<file path="config.mk">
export PLATFORM = sky130hd
export DESIGN_NAME = iir_lpf_top
export DESIGN_NICKNAME = d
export VERILOG_FILES = /design/src/logic/lpf_pkg.sv /design/src/logic/mac_slice_if.sv /design/src/logic/iir_lpf_top.sv /design/src/logic/lpf_sequencer.sv /design/src/logic/mac_slice.sv
export VERILOG_INCLUDE_DIRS = /design/src /design/src/logic
export SDC_FILE = /design/constraint.sdc
export NUM_CORES = 1
export LEC_CHECK = 0
export BUFFER_PORTS_ARGS = -buffer_cell sky130_fd_sc_hd__buf_2
export CORE_ASPECT_RATIO = 0.9
export CORE_UTILIZATION = 40
export CTS_CLUSTER_DIAMETER = 120
export DETAILED_ROUTE_END_ITERATION = 8
export HOLD_SLACK_MARGIN = 0.06
export PLACE_DENSITY = 0.61
export SKIP_CTS_REPAIR_TIMING = 1
export SYNTH_ARGS = -nofsm -noshare
export SYNTH_HDL_FRONTEND = slang
export SYNTH_HIERARCHICAL = 1
export SYNTH_SLANG_ARGS = --single-unit
</file>
<file path="constraint.sdc">
create_clock -name reset -period 6 [get_ports reset]
set_input_delay 1.2 -clock reset [delete_from_list [all_inputs] [get_ports reset]]
set_output_delay 1.2 -clock reset [all_outputs]
set_load 0.01 [all_outputs]
</file>
<file path="src/logic/lpf_settings.svh">
//--------------------------------------------------------------------------
// Widths and fixed coefficients of the first-order IIR low-pass filter
// Coefficients are Q1.17 and must fit the signed coefficient width
// COEF_A + COEF_B equals 1.0 so the DC gain is unity
//--------------------------------------------------------------------------

`ifndef LPF_SETTINGS_SVH
`define LPF_SETTINGS_SVH

// Data path widths
`define LPF_SAMPLE_W    16              // Filter input and output sample
`define LPF_COEF_W      18              // Multiplier operand A and B
`define LPF_PROD_W      36              // Product in the M register
`define LPF_ACC_W       48              // Accumulator in the P register

// Fixed point scaling
`define LPF_FRAC_BITS   17              // Fraction bits of the coefficients

// Filter coefficients in Q1.17
`define LPF_COEF_A      18'sd16384      // About 0.125, weight of x[n]
`define LPF_COEF_B      18'sd114688     // About 0.875, weight of y[n-1]

// Cycles spent in WAIT_P before P holds the final sum
`define LPF_WAIT_CYCLES 4

`endif
</file>
<file path="src/logic/lpf_pkg.sv">
//--------------------------------------------------------------------------
// Shared types of the IIR low-pass filter
// Widths come from the settings header
//--------------------------------------------------------------------------

`default_nettype none

`include "lpf_settings.svh"

package lpf_pkg;

    // Vectors with a fixed meaning
    typedef logic signed [`LPF_SAMPLE_W-1:0] sample_t;   // Filter sample
    typedef logic signed [`LPF_COEF_W-1:0]   coef_t;     // Multiplier operand
    typedef logic signed [`LPF_PROD_W-1:0]   prod_t;     // M product
    typedef logic signed [`LPF_ACC_W-1:0]    acc_t;      // P accumulator

    // Slice opmode
    typedef logic [0:0] mac_op_t;
    localparam mac_op_t MAC_LOAD = 1'b0;                  // P = M
    localparam mac_op_t MAC_ACC  = 1'b1;                  // P = P + M

    // Sequencer FSM
    typedef enum logic [2:0] {
        IDLE,                                             // Waiting for a sample
        ISSUE_X,                                          // Drive COEF_A * x[n]
        ISSUE_Y,                                          // Drive COEF_B * y[n-1]
        WAIT_P,                                           // Slice pipeline drains
        OUTPUT                                            // Result waits for out_ready
    } seq_state_t;

endpackage

`default_nettype wire

</file>
<file path="src/logic/mac_slice_if.sv">
//--------------------------------------------------------------------------
// Operand and result bundle between the sequencer and the MAC slice
// No handshake, one operation is taken on every clock with op_en high
// Result timing is fixed by the slice pipeline depth
//--------------------------------------------------------------------------

`timescale 1ns/10ps
`default_nettype none

interface mac_slice_if;

    // Operation request
    lpf_pkg::coef_t   a_op;                 // Multiplier operand A
    lpf_pkg::coef_t   b_op;                 // Multiplier operand B
    lpf_pkg::mac_op_t op;                   // Load or accumulate
    logic             op_en;                // Operation valid this cycle

    // Slice results
    lpf_pkg::prod_t   m_out;                // Registered product
    lpf_pkg::acc_t    p_out;                // Registered accumulator

    // Sequencer side
    modport master (
        output a_op,
        output b_op,
        output op,
        output op_en,
        input  m_out,
        input  p_out
    );

    // Slice side
    modport slice (
        input  a_op,
        input  b_op,
        input  op,
        input  op_en,
        output m_out,
        output p_out
    );

endinterface

`default_nettype wire

</file>
<file path="src/logic/iir_lpf_top.sv">
//--------------------------------------------------------------------------
// First-order IIR low-pass filter with valid/ready sample ports
// Six cycles from input transfer to out_valid, one sample at a time
// Coefficients are fixed at build time
//--------------------------------------------------------------------------

`timescale 1ns/10ps
`default_nettype none

module iir_lpf_top (
    input  logic             reset,         // System clock
    input  logic             clk,           // Asynchronous reset, active high
    input  logic             in_valid,      // Input sample offered
    output logic             in_ready,      // Filter can take a sample
    input  lpf_pkg::sample_t in_data,       // Input sample
    output logic             out_valid,     // Filtered sample available
    input  logic             out_ready,     // Downstream ready
    output lpf_pkg::sample_t out_data       // Filtered sample
);

    // Operand and result bundle of the MAC slice
    mac_slice_if mac_bus ();

    // Handshake, FSM and output rounding
    lpf_sequencer u_seq (
        .reset     (reset),
        .clk       (clk),
        .in_valid  (in_valid),
        .in_ready  (in_ready),
        .in_data   (in_data),
        .out_valid (out_valid),
        .out_ready (out_ready),
        .out_data  (out_data),
        .mac       (mac_bus.master)
    );

    // Pipelined multiply-accumulate
    mac_slice u_slice (
        .reset (reset),
        .clk   (clk),
        .mac   (mac_bus.slice)
    );

endmodule

`default_nettype wire

</file>
<file path="src/logic/lpf_sequencer.sv">
//--------------------------------------------------------------------------
// Front end of the IIR low-pass filter, y[n] = A*x[n] + B*y[n-1]
// One sample in flight, in_ready is high only in IDLE
// Accept at edge 0, out_valid after edge 6 with out_ready high
// Result is rounded half up, shifted by FRAC_BITS and saturated
//--------------------------------------------------------------------------

`timescale 1ns/10ps
`default_nettype none

`include "lpf_settings.svh"

module lpf_sequencer (
    input  logic             reset,         // System clock
    input  logic             clk,           // Asynchronous reset, active high
    input  logic             in_valid,      // Input sample offered
    output logic             in_ready,      // Ready for a new sample
    input  lpf_pkg::sample_t in_data,       // Input sample x[n]
    output logic             out_valid,     // Output sample available
    input  logic             out_ready,     // Downstream takes the sample
    output lpf_pkg::sample_t out_data,      // Output sample y[n]
    mac_slice_if.master      mac            // Operations to the slice
);

    localparam logic [1:0] WAIT_LAST = 2'(`LPF_WAIT_CYCLES - 1);

    // Half an LSB of the result and the sample range in P units
    localparam lpf_pkg::acc_t ROUND_HALF = lpf_pkg::acc_t'(1) <<< (`LPF_FRAC_BITS - 1);
    localparam lpf_pkg::acc_t SAT_MAX    = (lpf_pkg::acc_t'(1) <<< (`LPF_SAMPLE_W - 1)) - 1;
    localparam lpf_pkg::acc_t SAT_MIN    = -SAT_MAX - 1;

    //----------------------------------------------------------------------
    // State
    //----------------------------------------------------------------------
    lpf_pkg::seq_state_t state;             // FSM state
    logic [1:0]          wait_cnt;          // Cycles spent in WAIT_P
    lpf_pkg::sample_t    x_reg;             // Accepted x[n]
    lpf_pkg::sample_t    y_reg;             // Output register, also y[n-1]

    logic                in_fire;           // Input transfer this edge
    logic                out_fire;          // Output transfer this edge
    logic                p_ready;           // P holds the final sum

    lpf_pkg::acc_t       p_round;           // P plus half an LSB
    lpf_pkg::acc_t       p_shift;           // Rounded P in sample units
    lpf_pkg::sample_t    y_sat;             // Saturated result

    assign in_ready  = (state == lpf_pkg::IDLE);
    assign out_valid = (state == lpf_pkg::OUTPUT);
    assign out_data  = y_reg;

    assign in_fire  = in_valid && in_ready;
    assign out_fire = out_valid && out_ready;
    assign p_ready  = (state == lpf_pkg::WAIT_P) && (wait_cnt == WAIT_LAST);

    //----------------------------------------------------------------------
    // Round, shift and saturate the accumulator
    //----------------------------------------------------------------------
    always_comb begin
        p_round = mac.p_out + ROUND_HALF;
        p_shift = p_round >>> `LPF_FRAC_BITS;   // Arithmetic shift keeps the sign
        if (p_shift > SAT_MAX) begin
            y_sat = lpf_pkg::sample_t'(SAT_MAX);    // Clip at positive full scale
        end else if (p_shift < SAT_MIN) begin
            y_sat = lpf_pkg::sample_t'(SAT_MIN);    // Clip at negative full scale
        end else begin
            y_sat = lpf_pkg::sample_t'(p_shift);
        end
    end

    //----------------------------------------------------------------------
    // FSM, wait counter, op_en and the result register
    //----------------------------------------------------------------------
    always_ff @(posedge reset or posedge clk) begin
        if (clk) begin
            state     <= lpf_pkg::IDLE;
            wait_cnt  <= '0;
            mac.op_en <= 1'b0;
            y_reg     <= '0;                // y[n-1] starts at zero
        end else begin
            // Slice sees an operation on the cycle after each ISSUE state
            mac.op_en <= (state == lpf_pkg::ISSUE_X) || (state == lpf_pkg::ISSUE_Y);

            case (state)
                lpf_pkg::IDLE: begin
                    if (in_fire) begin
                        state <= lpf_pkg::ISSUE_X;
                    end
                end
                lpf_pkg::ISSUE_X: begin
                    state <= lpf_pkg::ISSUE_Y;    // x operation leaves at edge 1
                end
                lpf_pkg::ISSUE_Y: begin
                    state    <= lpf_pkg::WAIT_P;  // y operation leaves at edge 2
                    wait_cnt <= '0;
                end
                lpf_pkg::WAIT_P: begin
                    wait_cnt <= wait_cnt + 2'd1;
                    if (p_ready) begin
                        state <= lpf_pkg::OUTPUT; // Result registered at edge 6
                        y_reg <= y_sat;
                    end
                end
                lpf_pkg::OUTPUT: begin
                    if (out_fire) begin
                        state <= lpf_pkg::IDLE;   // Held until downstream takes it
                    end
                end
                default: begin
                    state <= lpf_pkg::IDLE;
                end
            endcase
        end
    end

    //----------------------------------------------------------------------
    // Sample capture and operand registers
    //----------------------------------------------------------------------
    always_ff @(posedge reset) begin
        if (in_fire) begin
            x_reg <= in_data;               // in_data may change after transfer
        end
        if (state == lpf_pkg::ISSUE_X) begin
            mac.a_op <= `LPF_COEF_A;
            mac.b_op <= lpf_pkg::coef_t'(x_reg);    // Sign extended x[n]
            mac.op   <= lpf_pkg::MAC_LOAD;
        end else if (state == lpf_pkg::ISSUE_Y) begin
            mac.a_op <= `LPF_COEF_B;
            mac.b_op <= lpf_pkg::coef_t'(y_reg);    // Sign extended y[n-1]
            mac.op   <= lpf_pkg::MAC_ACC;
        end
    end

endmodule

`default_nettype wire

</file>
<file path="src/logic/mac_slice.sv">
//--------------------------------------------------------------------------
// Behavioral multiply-accumulate slice, vendor neutral
// Pipeline is A1/B1, M, P with a doubly registered opmode
// Operands presented after edge k give M after k+2 and P after k+3
// No cascade, pre-adder or carry logic
//--------------------------------------------------------------------------

`timescale 1ns/10ps
`default_nettype none

module mac_slice (
    input  logic          reset,            // System clock
    input  logic          clk,              // Asynchronous reset, active high
    mac_slice_if.slice    mac               // Operands in, M and P out
);

    //----------------------------------------------------------------------
    // Pipeline registers
    //----------------------------------------------------------------------
    lpf_pkg::coef_t   a1_reg;               // Operand A stage
    lpf_pkg::coef_t   b1_reg;               // Operand B stage
    lpf_pkg::prod_t   m_reg;                // Product stage
    lpf_pkg::acc_t    p_reg;                // Accumulator stage

    lpf_pkg::mac_op_t op_d1;                // Opmode beside A1/B1
    lpf_pkg::mac_op_t op_d2;                // Opmode beside M
    logic             en_d1;                // Valid beside A1/B1
    logic             en_d2;                // Valid beside M

    lpf_pkg::acc_t    m_ext;                // Product widened for the adder

    // Sign extend M to the accumulator width
    assign m_ext = lpf_pkg::acc_t'(m_reg);

    always_ff @(posedge reset or posedge clk) begin
        if (clk) begin
            a1_reg <= '0;
            b1_reg <= '0;
            op_d1  <= lpf_pkg::MAC_LOAD;
            en_d1  <= 1'b0;
            m_reg  <= '0;
            op_d2  <= lpf_pkg::MAC_LOAD;
            en_d2  <= 1'b0;
            p_reg  <= '0;
        end else begin
            // Input stage takes the bus every cycle like a CE tied high
            a1_reg <= mac.a_op;
            b1_reg <= mac.b_op;
            op_d1  <= mac.op;
            en_d1  <= mac.op_en;

            // Signed 18x18 multiply into M
            m_reg  <= a1_reg * b1_reg;
            op_d2  <= op_d1;                // Second opmode delay lines up with M
            en_d2  <= en_d1;

            // Post adder, P holds when no operation reaches this stage
            if (en_d2) begin
                if (op_d2 == lpf_pkg::MAC_ACC) begin
                    p_reg <= p_reg + m_ext; // P = P + M
                end else begin
                    p_reg <= m_ext;         // P = M
                end
            end
        end
    end

    //----------------------------------------------------------------------
    // Outputs
    //----------------------------------------------------------------------
    assign mac.m_out = m_reg;
    assign mac.p_out = p_reg;

endmodule

`default_nettype wire

</file>
# == Word-level counts from Yosys, hierarchy flattened ==
# Cells that the tools add are included.
# word_totals
register_bits,166
in_bits,20
word_cells,49
# op_classes
addsub,3
multipliers,1
order_cmp,2
eq_ne,8
mux,10
n_reduce_logical,9
# op_table
op,count
"adder 48 x 18 -> 48 bit, second input constant",1
adder 48 x 36 -> 48 bit,1
two-way mux 48 bit,1
two-way mux 18 bit,2
two-way mux 16 bit,2
"> comparator 31 x 16 -> 1 bit, second input constant",1
"less-than comparator 31 x 16 -> 1 bit, second input constant",1
multiplier 4 x 18 -> 22 bit,1
one-hot mux 3 bit (5 select lines),1
two-way mux 3 bit,3
"== test 3 x 2 -> 1 bit, second input constant",2
"!= test 2 bit, second input constant",2
one-hot mux 2 bit (2 select lines),1
nonzero test 2 bit,2
"== test 3 x 1 -> 1 bit, second input constant",1
"== test 3 bit, second input constant",1
logical AND 1 bit,3
zero test 3 bit,1
AND reduction 3 bit,1
"adder 2 x 1 -> 2 bit, second input constant",1
"== test 2 bit, second input constant",1
"!= test 2 x 1 -> 1 bit, second input constant",1
AND reduction 2 bit,1
logical OR 1 bit,1

# == Depth between registers and ports, before layout ==
# Gate-level depths: netlist of the first run.
# depth
depth_word,4
mapped_depth,27
ltp_nobuf,25

# == By module ==
# The synthesis of the first run kept the hierarchy.
# modules_own_cells
mod,instances,cells_each,area_each_um2,seq_area_each_um2
mac_slice,1,2010,18814.3,3103.0
lpf_sequencer,1,323,3477.1,1531.5

# == Least setup slack after synthesis of the first run ==
# OpenSTA, ideal clock, no wires.
# synth_timing
path_type,register to register
from,"register, netlist name u_slice/a1_reg[17]"
to,"register u_slice.m_reg[35], in the netlist u_slice/mac.m_out[35]"
arrival_ns,6.405
setup_slack_ns,-0.491
stages_incl_launch_ff,26
period_less_slack_ns,6.491
cell_sequence,dfrtp_1 -> clkbuf_1 -> and2_1 -> fa_1 -> inv_1 -> fa_1 -> inv_1 -> ha_1 -> inv_1 -> fa_1 -> inv_1 -> fa_1 -> inv_1 -> fa_1 -> inv_1 -> ha_1 -> a21oi_1 -> nand2_1 -> a21oi_1 -> o21ai_0 -> a31oi_1 -> a21oi_1 -> o21ai_0 -> a31oi_1 -> and4_1 -> nor3_1
# synth_lines
item,line_no,rtl
"end signal, assigned",mac_slice.sv:53,m_reg <= a1_reg * b1_reg;
"end, declared",mac_slice.sv:22,lpf_pkg::prod_t m_reg;

# == Worst setup path in the final report of the first run ==
# layout_timing
from,register u_slice.b1_reg[8]
to,"register u_slice.m_reg[30], in the netlist u_slice/mac.m_out[30]"
# layout_via
elab_chain_cells,1
# layout_rtl
item,line_no,rtl
"start, declared",mac_slice.sv:21,lpf_pkg::coef_t b1_reg;
"start signal, assigned",mac_slice.sv:48,b1_reg <= mac.b_op;
multiplier 4 x 18 -> 22 bit,mac_slice.sv:53,
# Every way passes these cells.
# A chain may end at the register's enable or synchronous reset.

==> impl_metrics.ini, run 1 <==
[floorplanning]
rows = 81
start_util = 0.407
ioPinCount = 38
core_area_um2 = 54700
die_h_um = 226
fp.dieW_um = 251
dieArea_um2 = 56700

[worst_setup_path]
crit_fanout = 6
endpoint_kind = register
r2r.worst_path.cells = 22
cp.required_ns = 6.38
critPathKind = reg -> reg
crit_path_top_delay_cell = fa_2
crit_top_cell = fa_1
crit_start = u_slice/b1_reg[8]$_DFF_PP0_
r2r_end = u_slice/mac.m_out[30]$_DFF_PP0_
crit_chain = buf_6, and2_1, fa_1, inv_1, fa_1, fa_2, inv_2, fa_2, fa_1, inv_1, fa_1, inv_1, ha_4, buf_4, o21a_1, nor2_1, a21oi_2, a221o_1, a311oi_4, o31ai_2, a21oi_1, xnor2_1
worst_path_largest_cell_delay_ns = 0.55
cp.depth = 22
rr_startpoint = u_slice/b1_reg[8]$_DFF_PP0_
critPathArrivalTime_ns = 6.50
startpoint_type = register
worst-path-buf-inv = 6
cp-endpoint = u_slice/mac.m_out[30]$_DFF_PP0_
regToRegSetupSlack_ns = -0.13
critPathTopFamily = adder cells

[cts]
path_clk_slew_ns = 0.08
cts_tree = yes
cts_buffers = 17
cts_max_path_buffers = 2
clock-sinks = 179
cts-root-buf = clkbuf_16
clk_latency_ns = 0.46
h-tree-depth = 4

[placed_design]
port_buffers = 37
dpl_cell_area_um2 = 24500
hpwlAfterDp_um = 42600
place.gp.congestion = 0.897

[run]
maxCapViolCount = 0

[layout]
final_layout_size_suffix_gt1_frac = 0.188
largest_reg_flops = 48
final_core_util = 0.474
area_growth_pct = 16.4
fin_area_um2 = 26000
num-fill-cells = 5073
nNetsFinal = 2995

[timing]
tightest_slew_ns = 0.968
finalMaxSlewViolations = 0
whs_ns = 0.350
setup_ws_ns = -0.126
finalSetupViolCount = 4
fmax_mhz = 163
rsz0062_at_grt = true
fin_skew_ns = 0.0143
layout_min_cycle_time_ns = 6.13
finalHoldViolCount = 0
finalCritPeriodShare = 1.02
max_slew_margin = 0.351

[synth]
synth-edff-count = 32
synth_top_family_by_area = adder cells
synth_mux_area_frac = 0.0230
synth.area.top_cells = fa_1 30%, dfrtp_1 16%, ha_1 8.0%
syn_inst = 2333
synth-seq-cells = 179
syn-cell-area_um2 = 22300
synth_most_common_cell = inv_1
yosys.area.top_type = fa_1
synthAdderAreaFrac = 0.376
yosys_warnings = 6
ys_seq_area_frac = 0.208
synth-main-ff-cell = dfrtp_1
ys_types = 94
synth_simple_gate_area_frac = 0.152
ys_async_sr_fraction = 0.816
avgSynthCellArea_um2 = 9.55
synth_compound_area_frac = 0.109
netlist_top_cells_count = 439 x inv_1, 330 x fa_1, 198 x nand2_1
synth_xor_area_frac = 0.0361
yosysTopAreaCellShare = 0.296

[route]
drt.antenna.violating_nets = 0
drt_iter0_markers = 892
vias = 16588
first_pass_iters = 6
drt-total-wl_um = 53400
wl_per_cell_um = 16.6
drt-vias-per-instance = 5.15
drc = 0

[run_status]
failed_checks = negative setup slack
outcome = complete, but fails checks

[grt]
antenna_found_initial = 0
grt_overflow_total = 0
grt_first_pass_wirelength_um = 88700
grt_pass1_vias = 17564
grt_max_degree = 56
track_usage = 0.196

[hold_path]
hp-class = reg -> reg
## per-layer routing
metal / share of wire / track usage
met1: 0.45 / 0.262
met2: 0.48 / 0.334
met3: 0.044 / 0.0277
met4: 0.021 / 0.0524
met5: 0 / 0
## per-stage QoR
step	TNS (ns)	worst slack (ns)	instances
2_1_floorplan	-0.00516	-0.00516	2347
3_3_place_gp	-1.85	-0.270	3158
3_5_place_dp	-2.32	-0.312	3158
4_1_cts	-3.00	-0.369	3190
5_1_grt	-2.02	-0.315	3221
6_report	-0.267	-0.126	3222
## cell families (layout without fill, tap and decap cells)
| group | count (synthesis) | after routing |
|---|---|---|
| adder cells (fa/ha/maj) | 472 | 472 |
| AO/OA/AOI/OAI | 352 | 352 |
| AND/OR/NAND/NOR | 647 | 647 |
| buffers and inverters | 541 | 710 |
| other | 2 | 17 |
| XOR/XNOR | 92 | 92 |
| flip-flops | 179 | 179 |
| multiplexers | 48 | 48 |
## worst min path at each step
stage                                            start                           end  slack (ns)  cells after the start
after floorplan            u_seq/mac.b_op[0]$_DFFE_PP_   u_slice/b1_reg[0]$_DFF_PP0_        0.33                      0
after global placement         u_slice/en_d1$_DFF_PP0_       u_slice/en_d2$_DFF_PP0_        0.34                      0
after detailed placement  u_seq/mac.b_op[13]$_DFFE_PP_  u_slice/b1_reg[13]$_DFF_PP0_        0.34                      0
after CTS                      u_slice/op_d1$_DFF_PP0_       u_slice/op_d2$_DFF_PP0_        0.35                      0
after global routing      u_seq/mac.b_op[14]$_DFFE_PP_  u_slice/b1_reg[14]$_DFF_PP0_        0.35                      0
final                      u_seq/mac.b_op[9]$_DFFE_PP_   u_slice/b1_reg[9]$_DFF_PP0_        0.35                      0
## layout by cell type, fill, tap and decap left out, drive strengths merged, types with 64 or more instances in the layout
master	synthesis	final
a21oi	114	114
and2	169	169
buf	33	235
dfrtp	146	146
fa	330	330
ha	142	142
inv	439	442
nand2	199	199
nor2	114	114
xnor2	64	64
## cell type report
class	count	area, um^2	area share
antenna	1	2.50	0.0000964
clock buffer	17	425	0.0164
clock inverter	15	198	0.00762
inverter	439	1650	0.0637
multi-input combinational	1627	16100	0.621
sequential	179	4660	0.179
tap	705	882	0.0340
timing repair buffer	239	2020	0.0778
Power of run 1 is left out: the tool's default activity adds up to more than one toggle a clock period on the data nets, which glitch-free logic cannot reach.
==> inputs of run 2 (changes only) <==
--- a/config.mk
+++ b/config.mk
@@ -13,6 +13,7 @@
 export DETAILED_ROUTE_END_ITERATION = 8
 export HOLD_SLACK_MARGIN = 0.06
 export PLACE_DENSITY = 0.61
+export REMOVE_ABC_BUFFERS = 1
 export SKIP_CTS_REPAIR_TIMING = 1
 export SYNTH_ARGS = -nofsm -noshare
 export SYNTH_HDL_FRONTEND = slang
==> impl_metrics.ini, run 2 (synthesis gave the netlist of run 1 again) <==
[run_status]
outcome = complete, but fails checks
failed_checks = negative setup slack

[worst_setup_path]
crit_top_cell = fa_1
crit_chain = buf_12, and2_4, fa_1, inv_2, fa_1, fa_1, fa_1, inv_2, fa_1, inv_2, fa_1, inv_2, ha_4, and3_4, a211oi_2, buf_4, a21oi_4, a221o_1, a311oi_2, o31ai_1, a21oi_1, xnor2_1
startpoint_type = register
crit_path_top_delay_cell = fa_1
endpoint_kind = register
worst_path_largest_cell_delay_ns = 0.53
critPathArrivalTime_ns = 6.47
critPathTopFamily = adder cells
worst-path-buf-inv = 6
cp.required_ns = 6.38
critPathKind = reg -> reg
crit_fanout = 4

[floorplanning]
dieArea_um2 = 56700
start_util = 0.407
die_h_um = 226
fp.dieW_um = 251
rows = 81
core_area_um2 = 54700
ioPinCount = 38

[timing]
finalMaxSlewViolations = 0
fin_setup_tns_ns = -0.165
fmax_mhz = 164
finalHoldViolCount = 0
max_slew_margin = 0.153
finalCritPeriodShare = 1.01
rsz0062_at_grt = true
tightest_slew_ns = 1.27
setup_ws_ns = -0.0898
whs_ns = 0.348
finalSetupViolCount = 2
fin_skew_ns = 0.0232
layout_min_cycle_time_ns = 6.09

[layout]
antennaDiodeCount = 0
nNetsFinal = 3005
largest_reg_flops = 48
final_layout_size_suffix_gt1_frac = 0.215
num-fill-cells = 5064
layout_commonest_cell = inv_1
layout.cells.most_common_list = 389 x inv_1, 303 x fa_1, 194 x nand2_1
area_growth_pct = 16.6

[grt]
grt_first_pass_wirelength_um = 90400
grt_pass1_vias = 17903
antenna_found_initial = 0
track_usage = 0.200
grt_overflow_total = 0
grt_max_degree = 60

[route]
vias = 16696
drc = 0
drt-total-wl_um = 54400
drt_iter0_markers = 746
first_pass_iters = 8
drt.antenna.violating_nets = 0
wl_per_cell_um = 16.8
drt-vias-per-instance = 5.17

[cts]
h-tree-depth = 4
cts_buffers = 17
clock-sinks = 179
path_clk_slew_ns = 0.09
clk_latency_ns = 0.47
cts-root-buf = clkbuf_16
cts_tree = yes
cts_max_path_buffers = 2

[placed_design]
dp_slack_ns = -0.542
port_buffers = 37
hpwlAfterDp_um = 43200
place.gp.congestion = 0.856

[hold_path]
hp-class = reg -> reg

[run]
maxCapViolCount = 0
## run 2: cell count changes in the layout (fill, tap and decap cells not counted), moves of 8 or more
cell    change
fa_2       +13
buf_4      +11
buf_6      +11
inv_2      +22
and2_1     -13
buf_12      -8
inv_1      -21
fa_1       -13
and2_4     +13
## run 2: routing by layer
layer	global-route usage	up-vias	part of all wire
met5	0	-	0
met4	0.0451	0	0.014
met3	0.0277	49	0.040
met2	0.337	365	0.48
met1	0.272	8498	0.46
li1	-	7784	-
## run 2: worst paths after layout
path,to,start,slack [ns],cells after the start
worst max register to register,u_slice/mac.m_out[34]$_DFF_PP0_,u_slice/b1_reg[8]$_DFF_PP0_,-0.09,22
worst min register to register,u_slice/b1_reg[10]$_DFF_PP0_,u_seq/mac.b_op[10]$_DFFE_PP_,0.35,0
worst max-delay path,u_slice/mac.m_out[34]$_DFF_PP0_,u_slice/b1_reg[8]$_DFF_PP0_,-0.09,22
worst min-delay path,u_slice/b1_reg[10]$_DFF_PP0_,u_seq/mac.b_op[10]$_DFFE_PP_,0.35,0
max in group asynchronous,u_slice/en_d2$_DFF_PP0_,clk,4.05,3
min in group asynchronous,u_slice/mac.m_out[35]$_DFF_PP0_,clk,0.90,2
## run 2: cell type report
| type | instances | area [um^2] | share of cell area |
|---|---|---|---|
| Inverter | 439 | 1650 | 0.0635 |
| Clock inverter | 14 | 158 | 0.00606 |
| Sequential cell | 179 | 4670 | 0.179 |
| Tap cell | 705 | 882 | 0.0339 |
| Timing Repair Buffer | 249 | 2010 | 0.0774 |
| Clock buffer | 18 | 450 | 0.0173 |
| Multi-Input combinational cell | 1627 | 16200 | 0.622 |
## run 2: stage by stage
stage,area (um^2),utilization,cells
3_3_place_gp,24400,0.445,3167
5_1_grt,26000,0.475,3231
4_1_cts,25000,0.456,3199
3_5_place_dp,24400,0.445,3167
2_1_floorplan,21900,-,2245
6_report,26000,0.475,3231
## run 2: worst register-to-register path, cell delays in order, from the launching register on
cell and delay [ns]:
dfrtp_2 0.45, buf_12 0.15, and2_4 0.14, fa_1 0.52
inv_2 0.04, fa_1 0.52, fa_1 0.44, fa_1 0.53
inv_2 0.04, fa_1 0.52, inv_2 0.04, fa_1 0.49
inv_2 0.05, ha_4 0.22, and3_4 0.18, a211oi_2 0.22
buf_4 0.16, a21oi_4 0.05, a221o_1 0.39, a311oi_2 0.39
o31ai_1 0.13, a21oi_1 0.18, xnor2_1 0.15
Power of run 2 is left out for the same reason.
